==> src/hw/integrity_pkg.sv <==
// Bus request widths and checksum helpers shared by the instruction and data request checkers
`default_nettype none

package integrity_pkg;

  //////////////////////////////
  // Request channel widths
  //////////////////////////////

  localparam int unsigned ADDR_W    = 32;
  localparam int unsigned WDATA_W   = 32;
  localparam int unsigned PROT_W    = 3;
  localparam int unsigned MEMTYPE_W = 2;
  localparam int unsigned BE_W      = 4;

  // Address-phase checksum carried next to every request
  localparam int unsigned ACHK_W = 12;

  typedef logic [ACHK_W-1:0] achk_t;

  //////////////////////////////
  // Checksum helpers
  //////////////////////////////

  // Even parity of each byte lane, bit 0 belongs to the lowest byte
  function automatic logic [BE_W-1:0] byte_parity4(input logic [WDATA_W-1:0] word);
    logic [BE_W-1:0] par;
    par = '0;
    for (int i = 0; i < BE_W; i++) begin
      par[i] = ^word[8*i +: 8];
    end
    return par;
  endfunction

endpackage

`default_nettype wire

==> src/hw/trap_pkg.sv <==
// PC, privilege and exception code definitions shared by the trap PC trackers and checker
`default_nettype none

package trap_pkg;

  //////////////////////////////
  // Program counter
  //////////////////////////////

  localparam int unsigned PC_W = 32;

  typedef logic [PC_W-1:0] pc_t;

  // Privilege levels as encoded by the core
  typedef enum logic [1:0] {
    PRIV_LVL_U = 2'b00,
    PRIV_LVL_M = 2'b11
  } privlvl_e;

  // PC source select, only the NMI entry is decoded by the monitor
  typedef enum logic [3:0] {
    PC_BOOT      = 4'b0000,
    PC_JUMP      = 4'b0010,
    PC_BRANCH    = 4'b0011,
    PC_MRET      = 4'b0101,
    PC_DRET      = 4'b0111,
    PC_WB_PLUS4  = 4'b1000,
    PC_TRAP_EXC  = 4'b1001,
    PC_TRAP_IRQ  = 4'b1010,
    PC_TRAP_DBD  = 4'b1011,
    PC_TRAP_DBE  = 4'b1100,
    PC_TRAP_NMI  = 4'b1110
  } pc_mux_e;

  //////////////////////////////
  // Exception causes
  //////////////////////////////

  localparam int unsigned EXC_CODE_W = 11;

  typedef logic [EXC_CODE_W-1:0] exc_code_t;

  localparam exc_code_t EXC_CAUSE_INSTR_FAULT     = 11'h01;
  localparam exc_code_t EXC_CAUSE_ILLEGAL_INSN    = 11'h02;
  localparam exc_code_t EXC_CAUSE_BREAKPOINT      = 11'h03;
  localparam exc_code_t EXC_CAUSE_ECALL_UMODE     = 11'h08;
  localparam exc_code_t EXC_CAUSE_ECALL_MMODE     = 11'h0B;
  localparam exc_code_t EXC_CAUSE_INSTR_BUS_FAULT = 11'h18;

  // One bit or one PC entry per tracked trap cause
  localparam int unsigned NUM_TRAP_CAUSES = 6;

  localparam int unsigned CAUSE_IDX_ILLEGAL = 0;
  localparam int unsigned CAUSE_IDX_ECALL_M = 1;
  localparam int unsigned CAUSE_IDX_ECALL_U = 2;
  localparam int unsigned CAUSE_IDX_EBRK    = 3;
  localparam int unsigned CAUSE_IDX_BUS_ERR = 4;
  localparam int unsigned CAUSE_IDX_MPU     = 5;

  typedef logic [NUM_TRAP_CAUSES-1:0] cause_vec_t;
  typedef logic [NUM_TRAP_CAUSES-1:0][PC_W-1:0] pc_array_t;

endpackage

`default_nettype wire

==> src/hw/instr_req_checker.sv <==
// Instruction fetch request checker, rebuilds parity and checksum and raises a sticky alarm
`default_nettype none

module instr_req_checker
  import integrity_pkg::*;
(
  input  wire logic                 clk,
  input  wire logic                 rst_ni,
  input  wire logic                 req_i,
  input  wire logic                 reqpar_i,
  input  wire logic [ADDR_W-1:0]    addr_i,
  input  wire achk_t                achk_i,
  input  wire logic [MEMTYPE_W-1:0] memtype_i,
  input  wire logic [PROT_W-1:0]    prot_i,
  input  wire logic                 dbg_i,
  output logic                      err_o
);

  logic  reqpar_exp;
  achk_t achk_exp;
  logic  err_q;

  // Request parity is the complement of req
  assign reqpar_exp = ~req_i;

  // Fetches always use all byte lanes and read direction, so bit 5 is a constant
  // Fetches carry no write data and the upper nibble stays zero
  assign achk_exp = {
    {BE_W{1'b0}},
    1'b0,
    ~dbg_i,
    ~^{{BE_W{1'b1}}, 1'b0},
    ~^{prot_i, memtype_i},
    byte_parity4(addr_i)
  };

  // Any difference in any cycle arms the alarm until reset
  always_ff @(posedge clk or negedge rst_ni) begin
    if (!rst_ni) begin
      err_q <= 1'b0;
    end else if ((reqpar_i != reqpar_exp) || (achk_i != achk_exp)) begin
      err_q <= 1'b1;
    end
  end

  assign err_o = err_q;

endmodule

`default_nettype wire

==> src/hw/data_req_checker.sv <==
// Data request checker, rebuilds parity and full checksum including write data and raises an alarm
`default_nettype none

module data_req_checker
  import integrity_pkg::*;
(
  input  wire logic                 clk,
  input  wire logic                 rst_ni,
  input  wire logic                 req_i,
  input  wire logic                 reqpar_i,
  input  wire logic [ADDR_W-1:0]    addr_i,
  input  wire achk_t                achk_i,
  input  wire logic [MEMTYPE_W-1:0] memtype_i,
  input  wire logic [PROT_W-1:0]    prot_i,
  input  wire logic                 dbg_i,
  input  wire logic                 we_i,
  input  wire logic [BE_W-1:0]      be_i,
  input  wire logic [WDATA_W-1:0]   wdata_i,
  output logic                      err_o
);

  logic            reqpar_exp;
  logic [BE_W-1:0] wdata_par;
  logic [BE_W-1:0] addr_par;
  achk_t           achk_exp;
  logic            par_err;
  logic            achk_err;
  logic            err_q;

  assign reqpar_exp = ~req_i;

  // Byte lane parities of the address and the write data
  assign addr_par  = byte_parity4(addr_i);
  assign wdata_par = byte_parity4(wdata_i);

  // Checksum layout, write data lanes on top, then a zero bit, dbg,
  // direction with byte enables, attributes, and address lanes at the bottom
  assign achk_exp = {
    wdata_par,
    1'b0,
    ~dbg_i,
    ~^{be_i, we_i},
    ~^{prot_i, memtype_i},
    addr_par
  };

  // Both checks run every cycle, idle cycles included
  assign par_err  = (reqpar_i != reqpar_exp);
  assign achk_err = (achk_i != achk_exp);

  always_ff @(posedge clk or negedge rst_ni) begin
    if (!rst_ni) begin
      err_q <= 1'b0;
    end else if (par_err || achk_err) begin
      err_q <= 1'b1;
    end
  end

  assign err_o = err_q;

endmodule

`default_nettype wire

==> src/hw/trap_expect_tracker.sv <==
// Records the writeback PC of the first instruction that should trap for each cause
`default_nettype none

module trap_expect_tracker
  import trap_pkg::*;
(
  input  wire logic     clk,
  input  wire logic     rst_ni,
  input  wire logic     wb_valid_i,
  input  wire pc_t      wb_pc_i,
  input  wire logic     wb_illegal_i,
  input  wire logic     wb_sys_en_i,
  input  wire logic     wb_ecall_i,
  input  wire logic     wb_ebrk_i,
  input  wire logic     wb_bus_err_i,
  input  wire logic     wb_mpu_fault_i,
  input  wire logic     irq_ack_i,
  input  wire logic     dbg_async_pend_i,
  input  wire logic     dbg_async_allow_i,
  input  wire logic     dbg_sync_pend_i,
  input  wire logic     dbg_sync_allow_i,
  input  wire pc_mux_e  pc_mux_i,
  input  wire logic     debug_mode_n_i,
  input  wire privlvl_e priv_lvl_i,
  output cause_vec_t    found_o,
  output pc_array_t     expected_pc_o
);

  logic       pending_debug;
  logic       wb_qual;
  logic       fetch_fault;
  logic       is_ecall;
  logic       is_ebrk;
  cause_vec_t hit;
  cause_vec_t found_q;
  pc_array_t  pc_q;

  // Debug entry takes over the writeback instruction, no exception is taken then
  assign pending_debug = (dbg_async_pend_i && dbg_async_allow_i) ||
                         (dbg_sync_pend_i && dbg_sync_allow_i);

  // Common qualifier, a valid instruction that is not replaced by an
  // interrupt, a debug entry or an NMI
  assign wb_qual = wb_valid_i && !irq_ack_i && !pending_debug && (pc_mux_i != PC_TRAP_NMI);

  assign fetch_fault = wb_bus_err_i || wb_mpu_fault_i;
  assign is_ecall    = wb_sys_en_i && wb_ecall_i;
  assign is_ebrk     = wb_sys_en_i && wb_ebrk_i;

  //////////////////////////////
  // Exception priority
  //////////////////////////////

  // MPU fault wins over bus error, both win over illegal, illegal wins over ecall
  // and ecall wins over ebreak
  always_comb begin
    hit = '0;
    hit[CAUSE_IDX_MPU]     = wb_qual && wb_mpu_fault_i && !debug_mode_n_i;
    hit[CAUSE_IDX_BUS_ERR] = wb_qual && wb_bus_err_i && !wb_mpu_fault_i && !debug_mode_n_i;
    hit[CAUSE_IDX_ILLEGAL] = wb_qual && wb_illegal_i && !fetch_fault && !debug_mode_n_i;
    hit[CAUSE_IDX_ECALL_M] = wb_qual && is_ecall && !fetch_fault && !wb_illegal_i &&
                             !debug_mode_n_i && (priv_lvl_i == PRIV_LVL_M);
    hit[CAUSE_IDX_ECALL_U] = wb_qual && is_ecall && !fetch_fault && !wb_illegal_i &&
                             !debug_mode_n_i && (priv_lvl_i == PRIV_LVL_U);
    // An ebreak may itself be the debug entry, so debug_mode_n is not looked at
    hit[CAUSE_IDX_EBRK]    = wb_qual && is_ebrk && !fetch_fault && !wb_illegal_i && !is_ecall;
  end

  //////////////////////////////
  // First occurrence capture
  //////////////////////////////

  always_ff @(posedge clk or negedge rst_ni) begin
    if (!rst_ni) begin
      found_q <= '0;
    end else begin
      found_q <= found_q | hit;
    end
  end

  // The PC is only meaningful once the matching found bit is set
  always_ff @(posedge clk) begin
    for (int i = 0; i < NUM_TRAP_CAUSES; i++) begin
      if (hit[i] && !found_q[i]) begin
        pc_q[i] <= wb_pc_i;
      end
    end
  end

  assign found_o       = found_q;
  assign expected_pc_o = pc_q;

endmodule

`default_nettype wire

==> src/hw/trap_save_tracker.sv <==
// Records the first mepc value saved by the core for each tracked exception cause
`default_nettype none

module trap_save_tracker
  import trap_pkg::*;
(
  input  wire logic      clk,
  input  wire logic      rst_ni,
  input  wire logic      csr_save_cause_i,
  input  wire logic      cause_irq_i,
  input  wire exc_code_t cause_code_i,
  input  wire pc_t       mepc_n_i,
  output cause_vec_t     found_o,
  output pc_array_t      saved_mepc_o
);

  logic       exc_save;
  cause_vec_t code_dec;
  cause_vec_t hit;
  cause_vec_t found_q;
  pc_array_t  mepc_q;

  // Interrupt saves are not exceptions and are ignored here
  assign exc_save = csr_save_cause_i && !cause_irq_i;

  // One-hot decode of the saved exception code
  always_comb begin
    code_dec = '0;
    case (cause_code_i)
      EXC_CAUSE_ILLEGAL_INSN:    code_dec[CAUSE_IDX_ILLEGAL] = 1'b1;
      EXC_CAUSE_ECALL_MMODE:     code_dec[CAUSE_IDX_ECALL_M] = 1'b1;
      EXC_CAUSE_ECALL_UMODE:     code_dec[CAUSE_IDX_ECALL_U] = 1'b1;
      EXC_CAUSE_BREAKPOINT:      code_dec[CAUSE_IDX_EBRK]    = 1'b1;
      EXC_CAUSE_INSTR_BUS_FAULT: code_dec[CAUSE_IDX_BUS_ERR] = 1'b1;
      EXC_CAUSE_INSTR_FAULT:     code_dec[CAUSE_IDX_MPU]     = 1'b1;
      default:                   code_dec = '0;
    endcase
  end

  assign hit = exc_save ? code_dec : '0;

  always_ff @(posedge clk or negedge rst_ni) begin
    if (!rst_ni) begin
      found_q <= '0;
    end else begin
      found_q <= found_q | hit;
    end
  end

  // Later saves of the same cause leave the first value untouched
  always_ff @(posedge clk) begin
    for (int i = 0; i < NUM_TRAP_CAUSES; i++) begin
      if (hit[i] && !found_q[i]) begin
        mepc_q[i] <= mepc_n_i;
      end
    end
  end

  assign found_o      = found_q;
  assign saved_mepc_o = mepc_q;

endmodule

`default_nettype wire

==> src/hw/mepc_match_checker.sv <==
// Compares expected and saved mepc per trap cause and keeps sticky checked and mismatch flags
`default_nettype none

module mepc_match_checker
  import trap_pkg::*;
(
  input  wire logic       clk,
  input  wire logic       rst_ni,
  input  wire cause_vec_t expect_found_i,
  input  wire cause_vec_t save_found_i,
  input  wire pc_array_t  expected_pc_i,
  input  wire pc_array_t  saved_mepc_i,
  output cause_vec_t      checked_o,
  output cause_vec_t      mismatch_o
);

  cause_vec_t both_found;
  cause_vec_t pc_differs;
  cause_vec_t checked_q;
  cause_vec_t mismatch_q;

  // A cause can only be judged once both trackers hold a value for it
  assign both_found = expect_found_i & save_found_i;

  always_comb begin
    for (int i = 0; i < NUM_TRAP_CAUSES; i++) begin
      pc_differs[i] = (expected_pc_i[i] != saved_mepc_i[i]);
    end
  end

  // Flags follow the found bits by one edge and then hold
  always_ff @(posedge clk or negedge rst_ni) begin
    if (!rst_ni) begin
      checked_q  <= '0;
      mismatch_q <= '0;
    end else begin
      checked_q  <= checked_q | both_found;
      mismatch_q <= mismatch_q | (both_found & pc_differs);
    end
  end

  assign checked_o  = checked_q;
  assign mismatch_o = mismatch_q;

endmodule

`default_nettype wire

==> src/hw/core_integrity_monitor.sv <==
// Top of the core monitor, connects the bus request checkers and the trap PC checkers
`default_nettype none

module core_integrity_monitor
  import integrity_pkg::*;
  import trap_pkg::*;
(
  input  wire logic                 clk,
  input  wire logic                 rst_ni,

  // Instruction request channel
  input  wire logic                 instr_req_i,
  input  wire logic                 instr_reqpar_i,
  input  wire logic [ADDR_W-1:0]    instr_addr_i,
  input  wire achk_t                instr_achk_i,
  input  wire logic [MEMTYPE_W-1:0] instr_memtype_i,
  input  wire logic [PROT_W-1:0]    instr_prot_i,
  input  wire logic                 instr_dbg_i,

  // Data request channel
  input  wire logic                 data_req_i,
  input  wire logic                 data_reqpar_i,
  input  wire logic [ADDR_W-1:0]    data_addr_i,
  input  wire achk_t                data_achk_i,
  input  wire logic [MEMTYPE_W-1:0] data_memtype_i,
  input  wire logic [PROT_W-1:0]    data_prot_i,
  input  wire logic                 data_dbg_i,
  input  wire logic                 data_we_i,
  input  wire logic [BE_W-1:0]      data_be_i,
  input  wire logic [WDATA_W-1:0]   data_wdata_i,

  // Writeback stage and controller status
  input  wire logic                 wb_valid_i,
  input  wire pc_t                  wb_pc_i,
  input  wire logic                 wb_illegal_i,
  input  wire logic                 wb_sys_en_i,
  input  wire logic                 wb_ecall_i,
  input  wire logic                 wb_ebrk_i,
  input  wire logic                 wb_bus_err_i,
  input  wire logic                 wb_mpu_fault_i,
  input  wire logic                 irq_ack_i,
  input  wire logic                 dbg_async_pend_i,
  input  wire logic                 dbg_async_allow_i,
  input  wire logic                 dbg_sync_pend_i,
  input  wire logic                 dbg_sync_allow_i,
  input  wire pc_mux_e              pc_mux_i,
  input  wire logic                 debug_mode_n_i,
  input  wire privlvl_e             priv_lvl_i,

  // CSR cause save
  input  wire logic                 csr_save_cause_i,
  input  wire logic                 cause_irq_i,
  input  wire exc_code_t            cause_code_i,
  input  wire pc_t                  mepc_n_i,

  output logic                      instr_integrity_err_o,
  output logic                      data_integrity_err_o,
  output cause_vec_t                mepc_checked_o,
  output cause_vec_t                mepc_mismatch_o
);

  cause_vec_t expect_found;
  cause_vec_t save_found;
  pc_array_t  expected_pc;
  pc_array_t  saved_mepc;

  //////////////////////////////
  // Bus request integrity
  //////////////////////////////

  instr_req_checker u_instr_req_checker (
    .clk       (clk),
    .rst_ni    (rst_ni),
    .req_i     (instr_req_i),
    .reqpar_i  (instr_reqpar_i),
    .addr_i    (instr_addr_i),
    .achk_i    (instr_achk_i),
    .memtype_i (instr_memtype_i),
    .prot_i    (instr_prot_i),
    .dbg_i     (instr_dbg_i),
    .err_o     (instr_integrity_err_o)
  );

  data_req_checker u_data_req_checker (
    .clk       (clk),
    .rst_ni    (rst_ni),
    .req_i     (data_req_i),
    .reqpar_i  (data_reqpar_i),
    .addr_i    (data_addr_i),
    .achk_i    (data_achk_i),
    .memtype_i (data_memtype_i),
    .prot_i    (data_prot_i),
    .dbg_i     (data_dbg_i),
    .we_i      (data_we_i),
    .be_i      (data_be_i),
    .wdata_i   (data_wdata_i),
    .err_o     (data_integrity_err_o)
  );

  //////////////////////////////
  // Trap PC checking
  //////////////////////////////

  trap_expect_tracker u_trap_expect_tracker (
    .clk               (clk),
    .rst_ni            (rst_ni),
    .wb_valid_i        (wb_valid_i),
    .wb_pc_i           (wb_pc_i),
    .wb_illegal_i      (wb_illegal_i),
    .wb_sys_en_i       (wb_sys_en_i),
    .wb_ecall_i        (wb_ecall_i),
    .wb_ebrk_i         (wb_ebrk_i),
    .wb_bus_err_i      (wb_bus_err_i),
    .wb_mpu_fault_i    (wb_mpu_fault_i),
    .irq_ack_i         (irq_ack_i),
    .dbg_async_pend_i  (dbg_async_pend_i),
    .dbg_async_allow_i (dbg_async_allow_i),
    .dbg_sync_pend_i   (dbg_sync_pend_i),
    .dbg_sync_allow_i  (dbg_sync_allow_i),
    .pc_mux_i          (pc_mux_i),
    .debug_mode_n_i    (debug_mode_n_i),
    .priv_lvl_i        (priv_lvl_i),
    .found_o           (expect_found),
    .expected_pc_o     (expected_pc)
  );

  trap_save_tracker u_trap_save_tracker (
    .clk              (clk),
    .rst_ni           (rst_ni),
    .csr_save_cause_i (csr_save_cause_i),
    .cause_irq_i      (cause_irq_i),
    .cause_code_i     (cause_code_i),
    .mepc_n_i         (mepc_n_i),
    .found_o          (save_found),
    .saved_mepc_o     (saved_mepc)
  );

  mepc_match_checker u_mepc_match_checker (
    .clk            (clk),
    .rst_ni         (rst_ni),
    .expect_found_i (expect_found),
    .save_found_i   (save_found),
    .expected_pc_i  (expected_pc),
    .saved_mepc_i   (saved_mepc),
    .checked_o      (mepc_checked_o),
    .mismatch_o     (mepc_mismatch_o)
  );

endmodule

`default_nettype wire

==> config.mk <==
export PLATFORM = sky130hd
export DESIGN_NAME = core_integrity_monitor
export DESIGN_NICKNAME = d
export VERILOG_FILES = /design/src/hw/integrity_pkg.sv /design/src/hw/trap_pkg.sv /design/src/hw/instr_req_checker.sv /design/src/hw/data_req_checker.sv /design/src/hw/trap_expect_tracker.sv /design/src/hw/trap_save_tracker.sv /design/src/hw/mepc_match_checker.sv /design/src/hw/core_integrity_monitor.sv
export SDC_FILE = /design/constraint.sdc
export NUM_CORES = 1
export LEC_CHECK = 0
export ABC_AREA = 0
export BUFFER_PORTS_ARGS = -buffer_cell sky130_fd_sc_hd__clkbuf_2
export CAP_MARGIN = 20
export CORE_MARGIN = 5
export CORE_UTILIZATION = 46
export DETAILED_ROUTE_END_ITERATION = 10
export PLACE_DENSITY = 0.64
export RECOVER_POWER = 100
export SLEW_MARGIN = 25
export SYNTH_ARGS = -nofsm -noshare
export SYNTH_HDL_FRONTEND = slang
export SYNTH_SLANG_ARGS = --single-unit
==> constraint.sdc <==
create_clock -name clk -period 2.6 [get_ports clk]
set_clock_uncertainty 0.15 [all_clocks]
set_input_delay 0.13 -clock clk [delete_from_list [all_inputs] [get_ports clk]]
set_output_delay 0.13 -clock clk [all_outputs]
set_load 0.01 [all_outputs]
==> results.py <==
metrics = {
    "status": {
        "status": "finished with violations",
        "violations": "hold timing, capacitance limit, slew limit",
    },
    "floorplan": {
        "start_util_pct": 46.8,
        "die_h_um": 195,
        "die_w_um": 195,
        "core_area_sq_um": 33700,
        "die-area_sq_um": 38100,
        "num_rows": 67,
        "pin_count": 253,
    },
    "layout": {
        "diodes": 0,
        "syn_to_final_growth_pct": 26.3,
        "layout_commonest_cell": "edfxtp_1",
        "final_cell_count_no_fill": 1739,
        "multi_input_area_sq_um": 3640,
        "nFillCells": 2601,
        "seqCellArea_sq_um": 12200,
        "layout_common_cells": "edfxtp_1, xnor2_1, clkbuf_2",
        "fin_nets": 1506,
        "drive_above_1_share_pct": 19.6,
    },
    "flow_run": {
        "cap_violations": 1,
    },
    "detailed_routing": {
        "drc": 0,
        "drt-vias-per-instance": 5.04,
        "routedWlPerCell_um": 23.0,
        "first_pass_iters": 5,
        "vias": 8762,
        "drt_iter0_drc": 709,
        "ant_nets": 0,
        "drt-total-wl_mm": 39.9,
    },
    "critical_path": {
        "path_class": "primary input to register",
        "crit_chain": "dlygate4sd3_1, clkbuf_1, nor3b_1, and3b_1, nor2b_2, clkbuf_2",
        "arrival_ns": 2.35,
        "crit_required_ns": 2.59,
        "path_max_fanout": 32,
        "reg2reg_to": "u_mepc_match_checker.mismatch_o[4]",
        "end_kind": "register",
        "cp-start-kind": "primary input",
        "rrSetupSlack_ns": 0.40,
        "max_stage_delay_ns": 0.84,
        "r2r_cells": 5,
        "endpoint": "u_trap_expect_tracker.expected_pc_o[111]",
        "r2r-start": "u_trap_expect_tracker.expected_pc_o[134]",
        "worstSetupStartpoint": "wb_bus_err_i",
        "crit_slowest_cell": "clkbuf_2",
    },
    "yosys": {
        "ys_seq_elements": 410,
        "synth.avg_cell_area_sq_um": 18.6,
        "yosysSeqAreaShare_pct": 77.2,
        "synthAdderAreaFrac_pct": 0,
        "ys_top_cells_by_area": "edfxtp_1, xnor2_1, dfrtp_1, nand4_1, xnor3_1",
        "synth-xor-area-share_pct": 17.3,
        "synth_top_family_by_area": "XOR/XNOR gates",
        "synth.largest_area_cell": "edfxtp_1",
        "yosys.area_share.simple_pct": 4.76,
        "yosys.area.top_type_share_pct": 73.1,
        "syn-num-nets": 1088,
        "syn_area_sq_um": 15800,
        "synth_compound_area_share_pct": 0.721,
        "yosysWarnings": 0,
        "synthMuxAreaShare_pct": 0,
        "yosysUniqueCellTypes": 29,
        "synth_cells": 849,
    },
    "grt": {
        "grt_max_degree": 33,
        "grt_pass1_vias": 9286,
        "grt_first_pass_wirelength_mm": 58.6,
        "grtUsageTotal_pct": 20.7,
        "antenna_found_initial": 0,
        "grt_overflow": 0,
    },
    "clocking": {
        "cts_tree": "yes",
        "insertion_delay_ns": 0.53,
        "cts_root_buf": "clkbuf_16",
        "htree_levels": 2,
        "cts_setup_buffers": 0,
        "clk_pin_slew_worst_paths_ns": 0.06,
        "cts_buffers": 42,
        "clockBufferDepth": 3,
        "clkSinkCount": 410,
    },
    "timing": {
        "slew_violations": 27,
        "rsz0062_at_grt": "no",
        "min_period_ns": 2.37,
        "fin_ws_ns": 0.233,
        "fmax_mhz": 423,
        "finalHoldViolations": 1,
        "finalSetupViolCount": 0,
        "tightest_slew_ns": 1.52,
        "whs_ns": -0.0311,
        "tns_ns": 0,
        "finalCritPeriodShare_pct": 91.0,
        "max_slew_margin_pct": -1.22,
    },
    "placement": {
        "place.gp.congestion": 0.930,
        "pre_cts_ws_ns": 0.373,
        "dp_hpwl_mm": 27.5,
        "io_buffers": 252,
        "placedCellCount": 1566,
    },
    "pwr": {
        "p_leak_nw": 6.75,
        "ir_drop_uv": 537,
        "power_density_nw_per_um2": 676,
    },
    "hold_path": {
        "hold_path_depth": 5,
        "hp-class": "primary input to register",
    },
}
worst min path at each step:
stage                     slack [ns]                        endpoint             start
after CTS                       0.01       u_instr_req_checker.err_o  instr_addr_i[21]
after floorplan                -0.32        u_data_req_checker.err_o            rst_ni
after detailed placement        0.06       u_instr_req_checker.err_o            rst_ni
after global routing            0.02  u_trap_save_tracker.found_o[0]       cause_irq_i
final                          -0.03  u_trap_save_tracker.found_o[0]       cause_irq_i
after global placement          0.05       u_instr_req_checker.err_o            rst_ni
flip-flops by register name, summed over array words and instances, names as in the netlist:
name / count
u_trap_expect_tracker.expected_pc_o: 192
u_data_req_checker.err_o: 1
u_trap_expect_tracker.found_o: 6
u_instr_req_checker.err_o: 1
u_trap_save_tracker.saved_mepc_o: 192
u_mepc_match_checker.checked_o: 6
u_mepc_match_checker.mismatch_o: 6
u_trap_save_tracker.found_o: 6
cell type report:
class / instances / area share (%)
Timing Repair Buffer: 374 / 11.8
Inverter: 1 / 0.0188
Clock buffer: 52 / 5.62
Multi-Input combinational cell: 438 / 18.3
Sequential cell: 410 / 61.1
Clock inverter: 16 / 0.351
Tap cell: 448 / 2.81
per-stage QoR:
| stage | util, % | instance area [sq um] | power (W) |
|---|---|---|---|
| floorplan | - | 15800 | 0.00779 |
| global placement | 53.3 | 18000 | 0.00819 |
| detailed placement | 53.3 | 18000 | 0.00820 |
| CTS | 60.0 | 20200 | 0.0136 |
| global route | 59.2 | 19900 | 0.0140 |
| finish | 59.2 | 19900 | 0.0135 |
what timing repair did:
item / CTS / global route
endpoints found under the hold margin: 423 / 0
hold buffers: 106 / 0
gates resized for setup: 0 / 1
endpoints found under the setup margin: 0 / 1
cells in the mapped netlist, drive strengths merged:
library cell  count
nor3b             3
and3              1
nor3              6
nand2             9
dfrtp            26
xor2             18
edfxtp          384
nor4             14
inv               1
and3b             1
nand3             3
or2               1
nand3b            3
nor2             16
and4b             1
xnor3             9
nor4b             1
nand4            52
a22oi             1
or4               1
nor2b             1
nand2b           10
nand4b            3
a31o              7
a21o              6
xnor2           271
cell families (layout without fill, tap and decap cells):
group                     after synthesis  in the layout
AOI/OAI and AO/OA                      14             14
and+or+nand+nor                       126            126
buffers and inverters                   1            443
DFF                                   410            410
xor gates and xnor gates              298            298
power by group:
part	total [W]	internal [W]	switching, W	leakage [nW]
Combinational	0.000896	0.000496	0.000400	2.37
Clock	0.00530	0.00302	0.00228	0.584
Sequential	0.00729	0.00725	0.0000322	3.79
Total	0.0135	0.0108	0.00271	6.75
per-layer routing:
metal	vias to the layer above	global-route usage, %	part of all wire, %
met5	-	0	0
met1	4387	27.5	41
li1	4003	-	-
met4	0	4.47	1.8
met2	324	35.9	51
met3	48	4.12	7.0
critical path, delay by kind of cell:
kind,cells,cell delay [ns]
AND/OR/NAND/NOR,3,0.69
buffers and inverters,3,1.50
(Power assumes the default switching activity.)
